### src/common/arcade_macros.svh
/*
 * Constants of the arcade I/O adapter
 * PS/2 set 2 scan codes, joystick bit map and reset stretch length
 */
`ifndef ARCADE_MACROS_SVH
`define ARCADE_MACROS_SVH

// Scan codes, bit 8 set for E0-prefixed keys
`define ARCADE_KEY_M       9'h03A
`define ARCADE_KEY_F1      9'h005
`define ARCADE_KEY_F2      9'h006
`define ARCADE_KEY_A       9'h01C
`define ARCADE_KEY_D       9'h023
`define ARCADE_KEY_F3      9'h004
`define ARCADE_KEY_L       9'h04B
`define ARCADE_KEY_K       9'h042
`define ARCADE_KEY_LEFT    9'h16B
`define ARCADE_KEY_RIGHT   9'h174
`define ARCADE_KEY_CTRL    9'h014
`define ARCADE_KEY_LALT    9'h011
`define ARCADE_KEY_SPACE   9'h029
`define ARCADE_KEY_1       9'h016
`define ARCADE_KEY_2       9'h01E
`define ARCADE_KEY_5       9'h02E
`define ARCADE_KEY_6       9'h036

// Joystick word bit positions
`define ARCADE_JOY_RIGHT   0
`define ARCADE_JOY_LEFT    1
`define ARCADE_JOY_FIRE    4
`define ARCADE_JOY_THRUST  5
`define ARCADE_JOY_SHIELD  6
`define ARCADE_JOY_START   7

`define ARCADE_RST_STRETCH 16   // Game reset hold after all sources clear

`endif

### src/common/arcade_pkg.sv
/*
 * Shared types of the arcade I/O adapter
 * Keyboard event word, cabinet button byte, core and board-side video,
 * stereo audio and HDMI aspect ratio
 */
package arcade_pkg;

	// Host keyboard event, toggle marks a new event
	typedef struct packed {
		logic       toggle;         // Flips on every new event
		logic       pressed;        // 1 = make, 0 = break
		logic [8:0] code;           // Bit 8 is the extended prefix
	} ps2_event_t;

	// Cabinet inputs as the core sees them, all active low
	typedef struct packed {
		logic right_n;
		logic left_n;
		logic one_player_n;
		logic two_players_n;
		logic fire_n;
		logic coin_n;
		logic thrust_n;
		logic shield_n;
	} cab_buttons_t;

	// Raw core video, 3 bits per colour, syncs active high
	typedef struct packed {
		logic [2:0] r;
		logic [2:0] g;
		logic [2:0] b;
		logic       hs;
		logic       vs;
		logic       de;
	} core_video_t;

	// Board video port
	typedef struct packed {
		logic [7:0] r;
		logic [7:0] g;
		logic [7:0] b;
		logic       hs_n;
		logic       vs_n;
		logic       de;
	} vga_out_t;

	typedef struct packed {
		logic [15:0] left;
		logic [15:0] right;
	} stereo_t;

	typedef struct packed {
		logic [7:0] arx;            // Horizontal part of the ratio
		logic [7:0] ary;            // Vertical part
	} aspect_t;

endpackage

### src/input/key_decoder.sv
/*
 * Keyboard and joystick front end
 * Takes host key events, holds one state bit per cabinet button and
 * merges them with both joysticks into the registered active-low byte
 */
`timescale 1ns/10ps
`include "arcade_macros.svh"

module key_decoder import arcade_pkg::*; (
	input  logic         clk_25,
	input  logic         arst_n,
	input  ps2_event_t   ps2_key,
	input  logic [15:0]  joy_0,
	input  logic [15:0]  joy_1,
	output cab_buttons_t buttons
);

	logic        old_toggle;        // Toggle seen on the last edge
	logic        key_event;
	logic [8:0]  arrow_code;        // Code with the E0 prefix forced
	logic [15:0] joy;               // Both players share the cabinet

	// Held key states, active high
	logic        key_right;
	logic        key_left;
	logic        key_one;
	logic        key_two;
	logic        key_fire;
	logic        key_coin;
	logic        key_thrust;
	logic        key_shield;

	assign key_event  = ps2_key.toggle != old_toggle;
	assign arrow_code = {1'b1, ps2_key.code[7:0]};   // Arrows match with or without prefix
	assign joy        = joy_0 | joy_1;

	////////////////////////////////////////////////////////////////////////////
	// Event detection and key table
	always_ff @(posedge clk_25 or negedge arst_n) begin
		if (!arst_n) begin
			old_toggle <= 1'b0;
			key_right  <= 1'b0;
			key_left   <= 1'b0;
			key_one    <= 1'b0;
			key_two    <= 1'b0;
			key_fire   <= 1'b0;
			key_coin   <= 1'b0;
			key_thrust <= 1'b0;
			key_shield <= 1'b0;
		end else begin
			old_toggle <= ps2_key.toggle;
			if (key_event) begin
				case (ps2_key.code)             // Exact 9-bit match
					`ARCADE_KEY_M, `ARCADE_KEY_CTRL:    key_fire   <= ps2_key.pressed;
					`ARCADE_KEY_F1, `ARCADE_KEY_1:      key_one    <= ps2_key.pressed;
					`ARCADE_KEY_F2, `ARCADE_KEY_2:      key_two    <= ps2_key.pressed;
					`ARCADE_KEY_A:                      key_left   <= ps2_key.pressed;
					`ARCADE_KEY_D:                      key_right  <= ps2_key.pressed;
					`ARCADE_KEY_L, `ARCADE_KEY_LALT:    key_thrust <= ps2_key.pressed;
					`ARCADE_KEY_K, `ARCADE_KEY_SPACE:   key_shield <= ps2_key.pressed;
					`ARCADE_KEY_F3, `ARCADE_KEY_5,
					`ARCADE_KEY_6:                      key_coin   <= ps2_key.pressed;
					default: ;                          // Unmapped key, ignore
				endcase
				// Arrow keys, prefix is don't care
				if (arrow_code == `ARCADE_KEY_LEFT)
					key_left <= ps2_key.pressed;
				if (arrow_code == `ARCADE_KEY_RIGHT)
					key_right <= ps2_key.pressed;
			end
		end
	end

	////////////////////////////////////////////////////////////////////////////
	// Merge with joysticks, one register stage
	always_ff @(posedge clk_25 or negedge arst_n) begin
		if (!arst_n) begin
			buttons <= '1;                  // Nothing pressed
		end else begin
			buttons.right_n       <= ~(key_right  | joy[`ARCADE_JOY_RIGHT]);
			buttons.left_n        <= ~(key_left   | joy[`ARCADE_JOY_LEFT]);
			buttons.one_player_n  <= ~(key_one    | joy[`ARCADE_JOY_START]);
			buttons.two_players_n <= ~key_two;  // Keyboard only
			buttons.fire_n        <= ~(key_fire   | joy[`ARCADE_JOY_FIRE]);
			buttons.coin_n        <= ~key_coin;   // Keyboard only
			buttons.thrust_n      <= ~(key_thrust | joy[`ARCADE_JOY_THRUST]);
			buttons.shield_n      <= ~(key_shield | joy[`ARCADE_JOY_SHIELD]);
		end
	end

endmodule

### src/logic/reset_ctrl.sv
/*
 * Game reset generator
 * ORs board, OSD, status and download resets, holds the game in reset
 * while any is set and for a fixed stretch after the last one clears
 */
`timescale 1ns/10ps
`include "arcade_macros.svh"

module reset_ctrl (
	input  logic        clk_25,
	input  logic        arst_n,
	input  logic        board_reset,
	input  logic        osd_reset,
	input  logic        rom_download,
	input  logic [31:0] status,
	output logic        game_rst_n
);

	localparam int CNT_W = $clog2(`ARCADE_RST_STRETCH + 1);

	logic             rst_src;      // Any source active
	logic [CNT_W-1:0] cnt;          // Stretch cycles still to go
	logic             rel_n;        // Registered release

	assign rst_src = board_reset | status[0] | osd_reset | rom_download;

	always_ff @(posedge clk_25 or negedge arst_n) begin
		if (!arst_n) begin
			cnt   <= CNT_W'(`ARCADE_RST_STRETCH);
			rel_n <= 1'b0;
		end else if (rst_src) begin
			cnt   <= CNT_W'(`ARCADE_RST_STRETCH);   // Reload while held
			rel_n <= 1'b0;
		end else begin
			if (cnt != '0)
				cnt <= cnt - 1'b1;
			rel_n <= cnt <= CNT_W'(1);   // Last count step releases
		end
	end

	// Asserts at once, releases in step with clk_25
	assign game_rst_n = rel_n & ~rst_src;

endmodule

### src/logic/av_output.sv
/*
 * Video and audio output stage
 * Widens the 3-bit core colour to the 8-bit port, inverts the syncs,
 * doubles the audio byte into stereo and picks the HDMI aspect ratio
 */
`timescale 1ns/10ps

module av_output import arcade_pkg::*; (
	input  logic        clk_25,
	input  logic        arst_n,
	input  core_video_t core_video,
	input  logic [7:0]  core_audio,
	input  logic [31:0] status,
	output vga_out_t    vga,
	output stereo_t     audio,
	output aspect_t     aspect
);

	// Bit replication keeps full black and full white at the ends
	function automatic logic [7:0] widen(input logic [2:0] c);
		return {c, c, c[2:1]};
	endfunction

	logic [15:0] sample;            // Mono sample, both channels get it

	assign sample = {core_audio, core_audio};

	////////////////////////////////////////////////////////////////////////////
	// Video, one cycle latency
	always_ff @(posedge clk_25 or negedge arst_n) begin
		if (!arst_n) begin
			vga.r    <= '0;
			vga.g    <= '0;
			vga.b    <= '0;
			vga.hs_n <= 1'b1;           // Syncs idle high
			vga.vs_n <= 1'b1;
			vga.de   <= 1'b0;
		end else begin
			vga.r    <= widen(core_video.r);
			vga.g    <= widen(core_video.g);
			vga.b    <= widen(core_video.b);
			vga.hs_n <= ~core_video.hs;
			vga.vs_n <= ~core_video.vs;
			vga.de   <= core_video.de;  // Blanking passes as is
		end
	end

	////////////////////////////////////////////////////////////////////////////
	// Audio, same latency as video
	always_ff @(posedge clk_25 or negedge arst_n) begin
		if (!arst_n) begin
			audio <= '0;
		end else begin
			audio.left  <= sample;
			audio.right <= sample;
		end
	end

	// Status bit 1 selects wide screen
	always_comb begin
		if (status[1]) begin
			aspect.arx = 8'd16;
			aspect.ary = 8'd9;
		end else begin
			aspect.arx = 8'd4;          // Original cabinet ratio
			aspect.ary = 8'd3;
		end
	end

endmodule

### src/logic/arcade_io.sv
/*
 * Board-side I/O adapter of the tank game core
 * Keyboard and joystick to cabinet buttons, game reset generation and
 * the video, audio and aspect outputs, all in the clk_25 domain
 */
`timescale 1ns/10ps

module arcade_io import arcade_pkg::*; (
	input  logic         clk_25,
	input  logic         arst_n,

	// Host side inputs
	input  ps2_event_t   ps2_key,
	input  logic [15:0]  joy_0,
	input  logic [15:0]  joy_1,
	input  logic         board_reset,
	input  logic         osd_reset,
	input  logic         rom_download,
	input  logic [31:0]  status,    // OSD option word

	// From the game core
	input  core_video_t  core_video,
	input  logic [7:0]   core_audio,

	// To the game core
	output cab_buttons_t buttons,
	output logic         game_rst_n,

	// Board outputs
	output vga_out_t     vga,
	output stereo_t      audio,
	output aspect_t      aspect
);

	////////////////////////////////////////////////////////////////////////////
	// Player inputs
	key_decoder u_keys (
		.clk_25  (clk_25),
		.arst_n  (arst_n),
		.ps2_key (ps2_key),
		.joy_0   (joy_0),
		.joy_1   (joy_1),
		.buttons (buttons)
	);

	////////////////////////////////////////////////////////////////////////////
	// Game reset
	reset_ctrl u_rst (
		.clk_25       (clk_25),
		.arst_n       (arst_n),
		.board_reset  (board_reset),
		.osd_reset    (osd_reset),
		.rom_download (rom_download),
		.status       (status),         // Bit 0 is the OSD reset entry
		.game_rst_n   (game_rst_n)
	);

	////////////////////////////////////////////////////////////////////////////
	// Video and audio
	av_output u_av (
		.clk_25     (clk_25),
		.arst_n     (arst_n),
		.core_video (core_video),
		.core_audio (core_audio),
		.status     (status),           // Bit 1 picks the aspect ratio
		.vga        (vga),
		.audio      (audio),
		.aspect     (aspect)
	);

endmodule

### config.mk
export PLATFORM = sky130hd
export DESIGN_NAME = arcade_io
export DESIGN_NICKNAME = d
export VERILOG_FILES = /design/src/common/arcade_pkg.sv /design/src/input/key_decoder.sv /design/src/logic/reset_ctrl.sv /design/src/logic/av_output.sv /design/src/logic/arcade_io.sv
export VERILOG_INCLUDE_DIRS = /design/src /design/src/common
export SDC_FILE = /design/constraint.sdc
export NUM_CORES = 1
export LEC_CHECK = 0
export ABC_AREA = 1
export BUFFER_PORTS_ARGS = -buffer_cell sky130_fd_sc_hd__buf_2
export CORE_MARGIN = 4
export CORE_UTILIZATION = 41
export DETAILED_ROUTE_END_ITERATION = 12
export PLACE_DENSITY = 0.84
export SLEW_MARGIN = 20
export SYNTH_ARGS = -nofsm -noshare
export SYNTH_HDL_FRONTEND = slang
export SYNTH_SLANG_ARGS = --single-unit
### constraint.sdc
create_clock -name clk_25 -period 2.79 [get_ports clk_25]
set_clock_uncertainty 0.05 [all_clocks]
set_input_delay 0.558 -clock clk_25 [delete_from_list [all_inputs] [get_ports clk_25]]
set_output_delay 0.558 -clock clk_25 [all_outputs]
set_load 0.005 [all_outputs]
# Yosys cells after proc, flatten, opt, wreduce, memory -nomap -nowiden
# Index checks and enable logic that the tools add are counted.
# totals
register_bits,66
latch_bits,0
ram_bits,0
romBits,0
in_bits,100
out_inout_bits,84
mem_count,0
# classes
addsub,1
multipliers,0
div_mod_pow,0
magnitude_cmp,1
eq_ne,18
shifts,0
muxes,8
bitwise,22
reduce_logical,18
# op_table
op,count
$eq 9x5->1 const B,5
$eq 9x6->1 const B,5
$eq 9x3->1 const B,3
$eq 9x7->1 const B,2
$eq 8x7->1 const B,2
$reduce_and 2->1,8
$mux 13,1
$not 1->1,11
$mux 5,2
$reduce_or 2->1,5
$or 1x1->1,9
$or 8x8->8,1
$reduce_bool 2->1,3
$le 5x1->1 const B,1
$mux 1,5
$reduce_bool 5->1,1
$sub 5x1->5 const B,1
$reduce_or 3->1,1
$and 1x1->1,1
$ne 1x1->1,1

# Depth between registers and ports, before layout
# logic_depth
depth_word,5
mapped_depth,9

# Hierarchy
# Synthesis repeated with hierarchy kept, for this count alone.
# unflattened
hier_cells,248
hier_area_um2,2213.4
# by_module_without_submodules
module,n_inst,cells_each,area_each_um2,seq_area_each_um2
key_decoder,1,127,935.9,435.4
av_output,1,79,927.1,503.0
reset_ctrl,1,42,350.3,151.4

# Least setup slack after synthesis
# No wires, ideal clock.
# synth_timing
kind,input-to-output
startpoint,in osd_reset
endpoint,out game_rst_n
arrival_ps,857
path_slack_ps,1325
path_stages,3
n_path_buf,0
path_cell_list,nor2_1 > nand2_1 > nor2_1
# synth_between
elab_chain_cells,4
# synth_lines
element,line_no,text
start: declaration,arcade_io.sv:17,"input logic osd_reset,"
$or 1x1->1 (2 in series),reset_ctrl.sv:25,assign rst_src = board_reset | status[0] | osd_reset | rom_download;
$not 1->1,reset_ctrl.sv:42,assign game_rst_n = rel_n & ~rst_src;
$and 1x1->1,reset_ctrl.sv:42,
end: declaration,arcade_io.sv:27,"output logic game_rst_n,"
# Every way passes these cells.

# Final worst setup path
# Same ends and word-level chain as after synthesis.

==> results.json <==
{
  "route.top_layer_used": "met4",
  "critical_path.endpoint_type": "output port",
  "clock_power_share_pct": 36.8,
  "crit_path_capture": "game_rst_n",
  "drt-pass1-iter-count": 4,
  "fin_nets": 431,
  "ys_seq_elements": 43,
  "tritoncts": "yes",
  "vias_in_the_first_global_route": 1594,
  "cp_data_arrival_time_ps": 1120,
  "post_route_cells_drive_above_1_share_pct": 46.97,
  "fin_setup_tns_ps": 0,
  "layout.filler_cells": 482,
  "synth_area_leaders": "sky130_fd_sc_hd__dfrtp_1 (37%), sky130_fd_sc_hd__buf_4 (19%), sky130_fd_sc_hd__dfstp_2 (13%)",
  "port_buffers": 121,
  "io-pin-count": 184,
  "clk_pin_slew_worst_paths_ps": 80,
  "power.total_uw": 1332,
  "crit_path_start": "osd_reset",
  "rsz0062_at_grt": "false",
  "achievable-frequency_ghz": 0.5798,
  "yosys_warnings": 0,
  "outcome": "complete, no violations",
  "r2r_cells": 6,
  "timing_max_transition_violations_final": 0,
  "final.min_clock_period_ps": 1725,
  "core_area_um2": 5107,
  "power.static_leakage_uw": 0.001442,
  "max_clock_buf_depth": 2,
  "post-synth-top-count-cell": "sky130_fd_sc_hd__nand2_1",
  "post_drt_via_cell_ratio": 4.223,
  "grt_overflow_total": 0,
  "antenna-diode-count": 0,
  "cell_with_the_biggest_individual_delay_on_the_critical_path": "sky130_fd_sc_hd__nand2_1",
  "worstSkewPairLatency_ps": 290,
  "crit_path_cell_trace": "buf_2 -> nor2_1 -> nand2_1 -> nor2_1 -> buf_2",
  "synth.yosys.seq_area_share_pct": 50.29,
  "grt_first_pass_wirelength_um": 6775,
  "synth_ff_type": "sky130_fd_sc_hd__dfrtp_1",
  "routed_wire_length_per_instance_um": 11.11,
  "route.antenna.remaining_nets": 0,
  "preCtsSetupSlack_ps": 1056,
  "worst-r2r-setup-slack_ps": 1520,
  "setup_slack_ps": 1065,
  "synth.lib_cells_used.distinct": 21,
  "route.layer.met1.wl_um": 1556,
  "postPlaceCellArea_um2": 2481,
  "ys_async_sr_fraction_pct": 100.0,
  "drv_cap": 0,
  "synth_area_per_cell_um2": 8.809,
  "mappedNetlistArea_um2": 2167,
  "numClockSinks": 43,
  "kind_of_start_point_of_the_critical_path": "primary input",
  "route.final.wire_length_um": 4445,
  "synth_top_area_share_pct": 36.95,
  "timing.critical_path.max_delay_family": "simple AND/OR/NAND/NOR gates",
  "power_report.internal_total_uw": 1024,
  "synth_top_cells_by_count": "sky130_fd_sc_hd__nand2_1 (58), sky130_fd_sc_hd__buf_4 (54), sky130_fd_sc_hd__dfrtp_1 (32), sky130_fd_sc_hd__inv_1 (22), sky130_fd_sc_hd__nor2_1 (18)",
  "wl_met2_um": 2329,
  "worst_r2r_startpoint": "u_rst.cnt[0]$_DFFE_PN0P_",
  "synthesis.instances": 246,
  "clock_tree.htree_level_count": 2,
  "floorplan.initialDensity_pct": 42.43,
  "timing.setup.critical_path_class": "primary input to output port",
  "finalHoldViolations": 0,
  "place_congestion": 0.7994,
  "synth_edf_count": 0,
  "met3_wirelength_um": 463,
  "seq_power_share_pct": 50.8,
  "post_cts.resized_instances": 0,
  "worst_pin_slew_ps": 895.9,
  "cts_root_buffer": "sky130_fd_sc_hd__clkbuf_8",
  "timing.critical_path.depth": 5,
  "grt_max_degree": 44,
  "final_area_um2": 2599,
  "cts_hold_repair.buffers": 0,
  "highest_fanout_seen_on_the_critical_path": 5,
  "timing.slew.headroom_pct": 40.28,
  "antenna_found_initial": 0,
  "dieWidth_um": 80.70,
  "hold_path_class": "primary input to flop",
  "power.share.combinational_pct": 12.5,
  "via_count": 1689,
  "swShare_pct": 23.11,
  "drt_drc_violations_left": 0,
  "area_growth_syn_to_layout_pct": 19.92,
  "global_route.usage.total_pct": 13.36,
  "cellPowerDensity_nw_per_um2": 512.7,
  "crit-reg2reg-capture": "u_rst.cnt[0]$_DFFE_PN0P_",
  "tcrit_tclk_final_pct": 61.81,
  "detailed_route_iter0_violations": 32,
  "place_hpwl_um": 3730,
  "crit_path_max_incr_delay_ps": 130,
  "timing.hold.ws_ps": 317.9,
  "setup_viol": 0,
  "floorplan.die.height_um": 80.70,
  "die_area_um2": 6512,
  "cell_row_count": 26,
  "max-vdd-ir-drop_mv": 0.2526,
  "cts_made_buffers": 5,
  "synth_top_area_cell": "sky130_fd_sc_hd__dfrtp_1",
  "critical_path_buf_inv_count": 2,
  "critical_path_required_ps": 2180,
  "cts_setup_buffers": 0,
  "switchingPower_uw": 308.0
}
[metal layers]
| layer | vias to the layer above | global-route usage (%) |
|---|---|---|
| li1 | 843 | - |
| met1 | 751 | 13.20 |
| met2 | 86 | 25.91 |
| met3 | 9 | 3.139 |
| met4 | 0 | 6.250 |
| met5 | - | 0 |
[how the worst min path moves through the flow]
| stage | from | end | slack (ps) | cells after the start |
|---|---|---|---|---|
| after global placement | u_keys.key_two$_DFFE_PN0P_ | u_keys.buttons[4]$_DFF_PN1_ | 330 | 1 |
| after detailed placement | u_keys.key_two$_DFFE_PN0P_ | u_keys.buttons[4]$_DFF_PN1_ | 330 | 1 |
| after CTS | core_video[3] | u_av.vga[8]$_DFF_PN0_ | 310 | 1 |
| after global routing | core_audio[5] | u_av.audio[13]$_DFF_PN0_ | 300 | 1 |
| final | core_video[5] | u_av.vga[7]$_DFF_PN0_ | 320 | 1 |
| after floorplan | arst_n | u_av.audio[10]$_DFF_PN0_ | 210 | 0 |
[power by group through the flow]
| stage | logic, uW | registers (uW) | clock network, uW |
|---|---|---|---|
| floorplan | 112 | 689 | 0 |
| global placement | 164 | 687 | 0 |
| detailed placement | 169 | 689 | 0 |
| CTS | 170 | 677 | 504 |
| global route | 189 | 681 | 535 |
| finish | 166 | 676 | 490 |
[kinds of logic (layout without fill, tap and decap cells)]
kind of cell,count (synthesis),count (layout),share of synthesized area [%]
flops,43,43,50.29
other cells,2,12,0.3465
fa+ha+maj,2,2,1.155
simple gates,111,111,22.52
buf+inv,81,155,23.73
xor+xnor,2,2,0.8085
compound gates,5,5,1.155
[stage by stage]
stage,utilization [%],cells
4_1_cts,50.88,400
6_report,50.88,400
5_1_grt,50.88,400
3_5_place_dp,48.58,392
3_3_place_gp,48.58,392
2_1_floorplan,-,256
[cell type report]
| class | count | area, um2 | share of cell area [%] |
|---|---|---|---|
| clock buffer | 6 | 82.58 | 3.178 |
| tap | 70 | 87.58 | 3.370 |
| multi-input combinational | 132 | 600.6 | 23.11 |
| sequential | 43 | 1090 | 41.94 |
| clock inverter | 2 | 35.03 | 1.348 |
| inverter | 26 | 97.59 | 3.755 |
| timing repair buffer | 121 | 605.6 | 23.30 |
[cells in the final DEF (no fill, tap or decap), drive strengths merged]
cell type  netlist  routed
buf             55     121
nor2            24      24
xnor2            2       2
nor3             8       8
dfstp           11      11
nand3           12      12
nand2           63      63
conb             2      12
nand3b           3       3
clkbuf           0       6
bufinv           0       1
inv             26      26
a21oi            2       2
or2              1       1
clkinv           0       1
o21ai            3       3
dfrtp           32      32
ha               2       2
[state kept, by name, summed over array words and instances, names as in the netlist]
name and count:
u_keys.buttons 8, u_keys.key_shield 1, u_keys.key_left 1, u_keys.key_one 1
u_keys.key_two 1, u_keys.key_fire 1, u_keys.key_thrust 1, u_av.audio 8
u_keys.old_toggle 1, u_rst.cnt 5, u_keys.key_right 1, u_rst.rel_n 1
u_keys.key_coin 1, u_av.vga 12
Power figures use the tool's default switching activity.
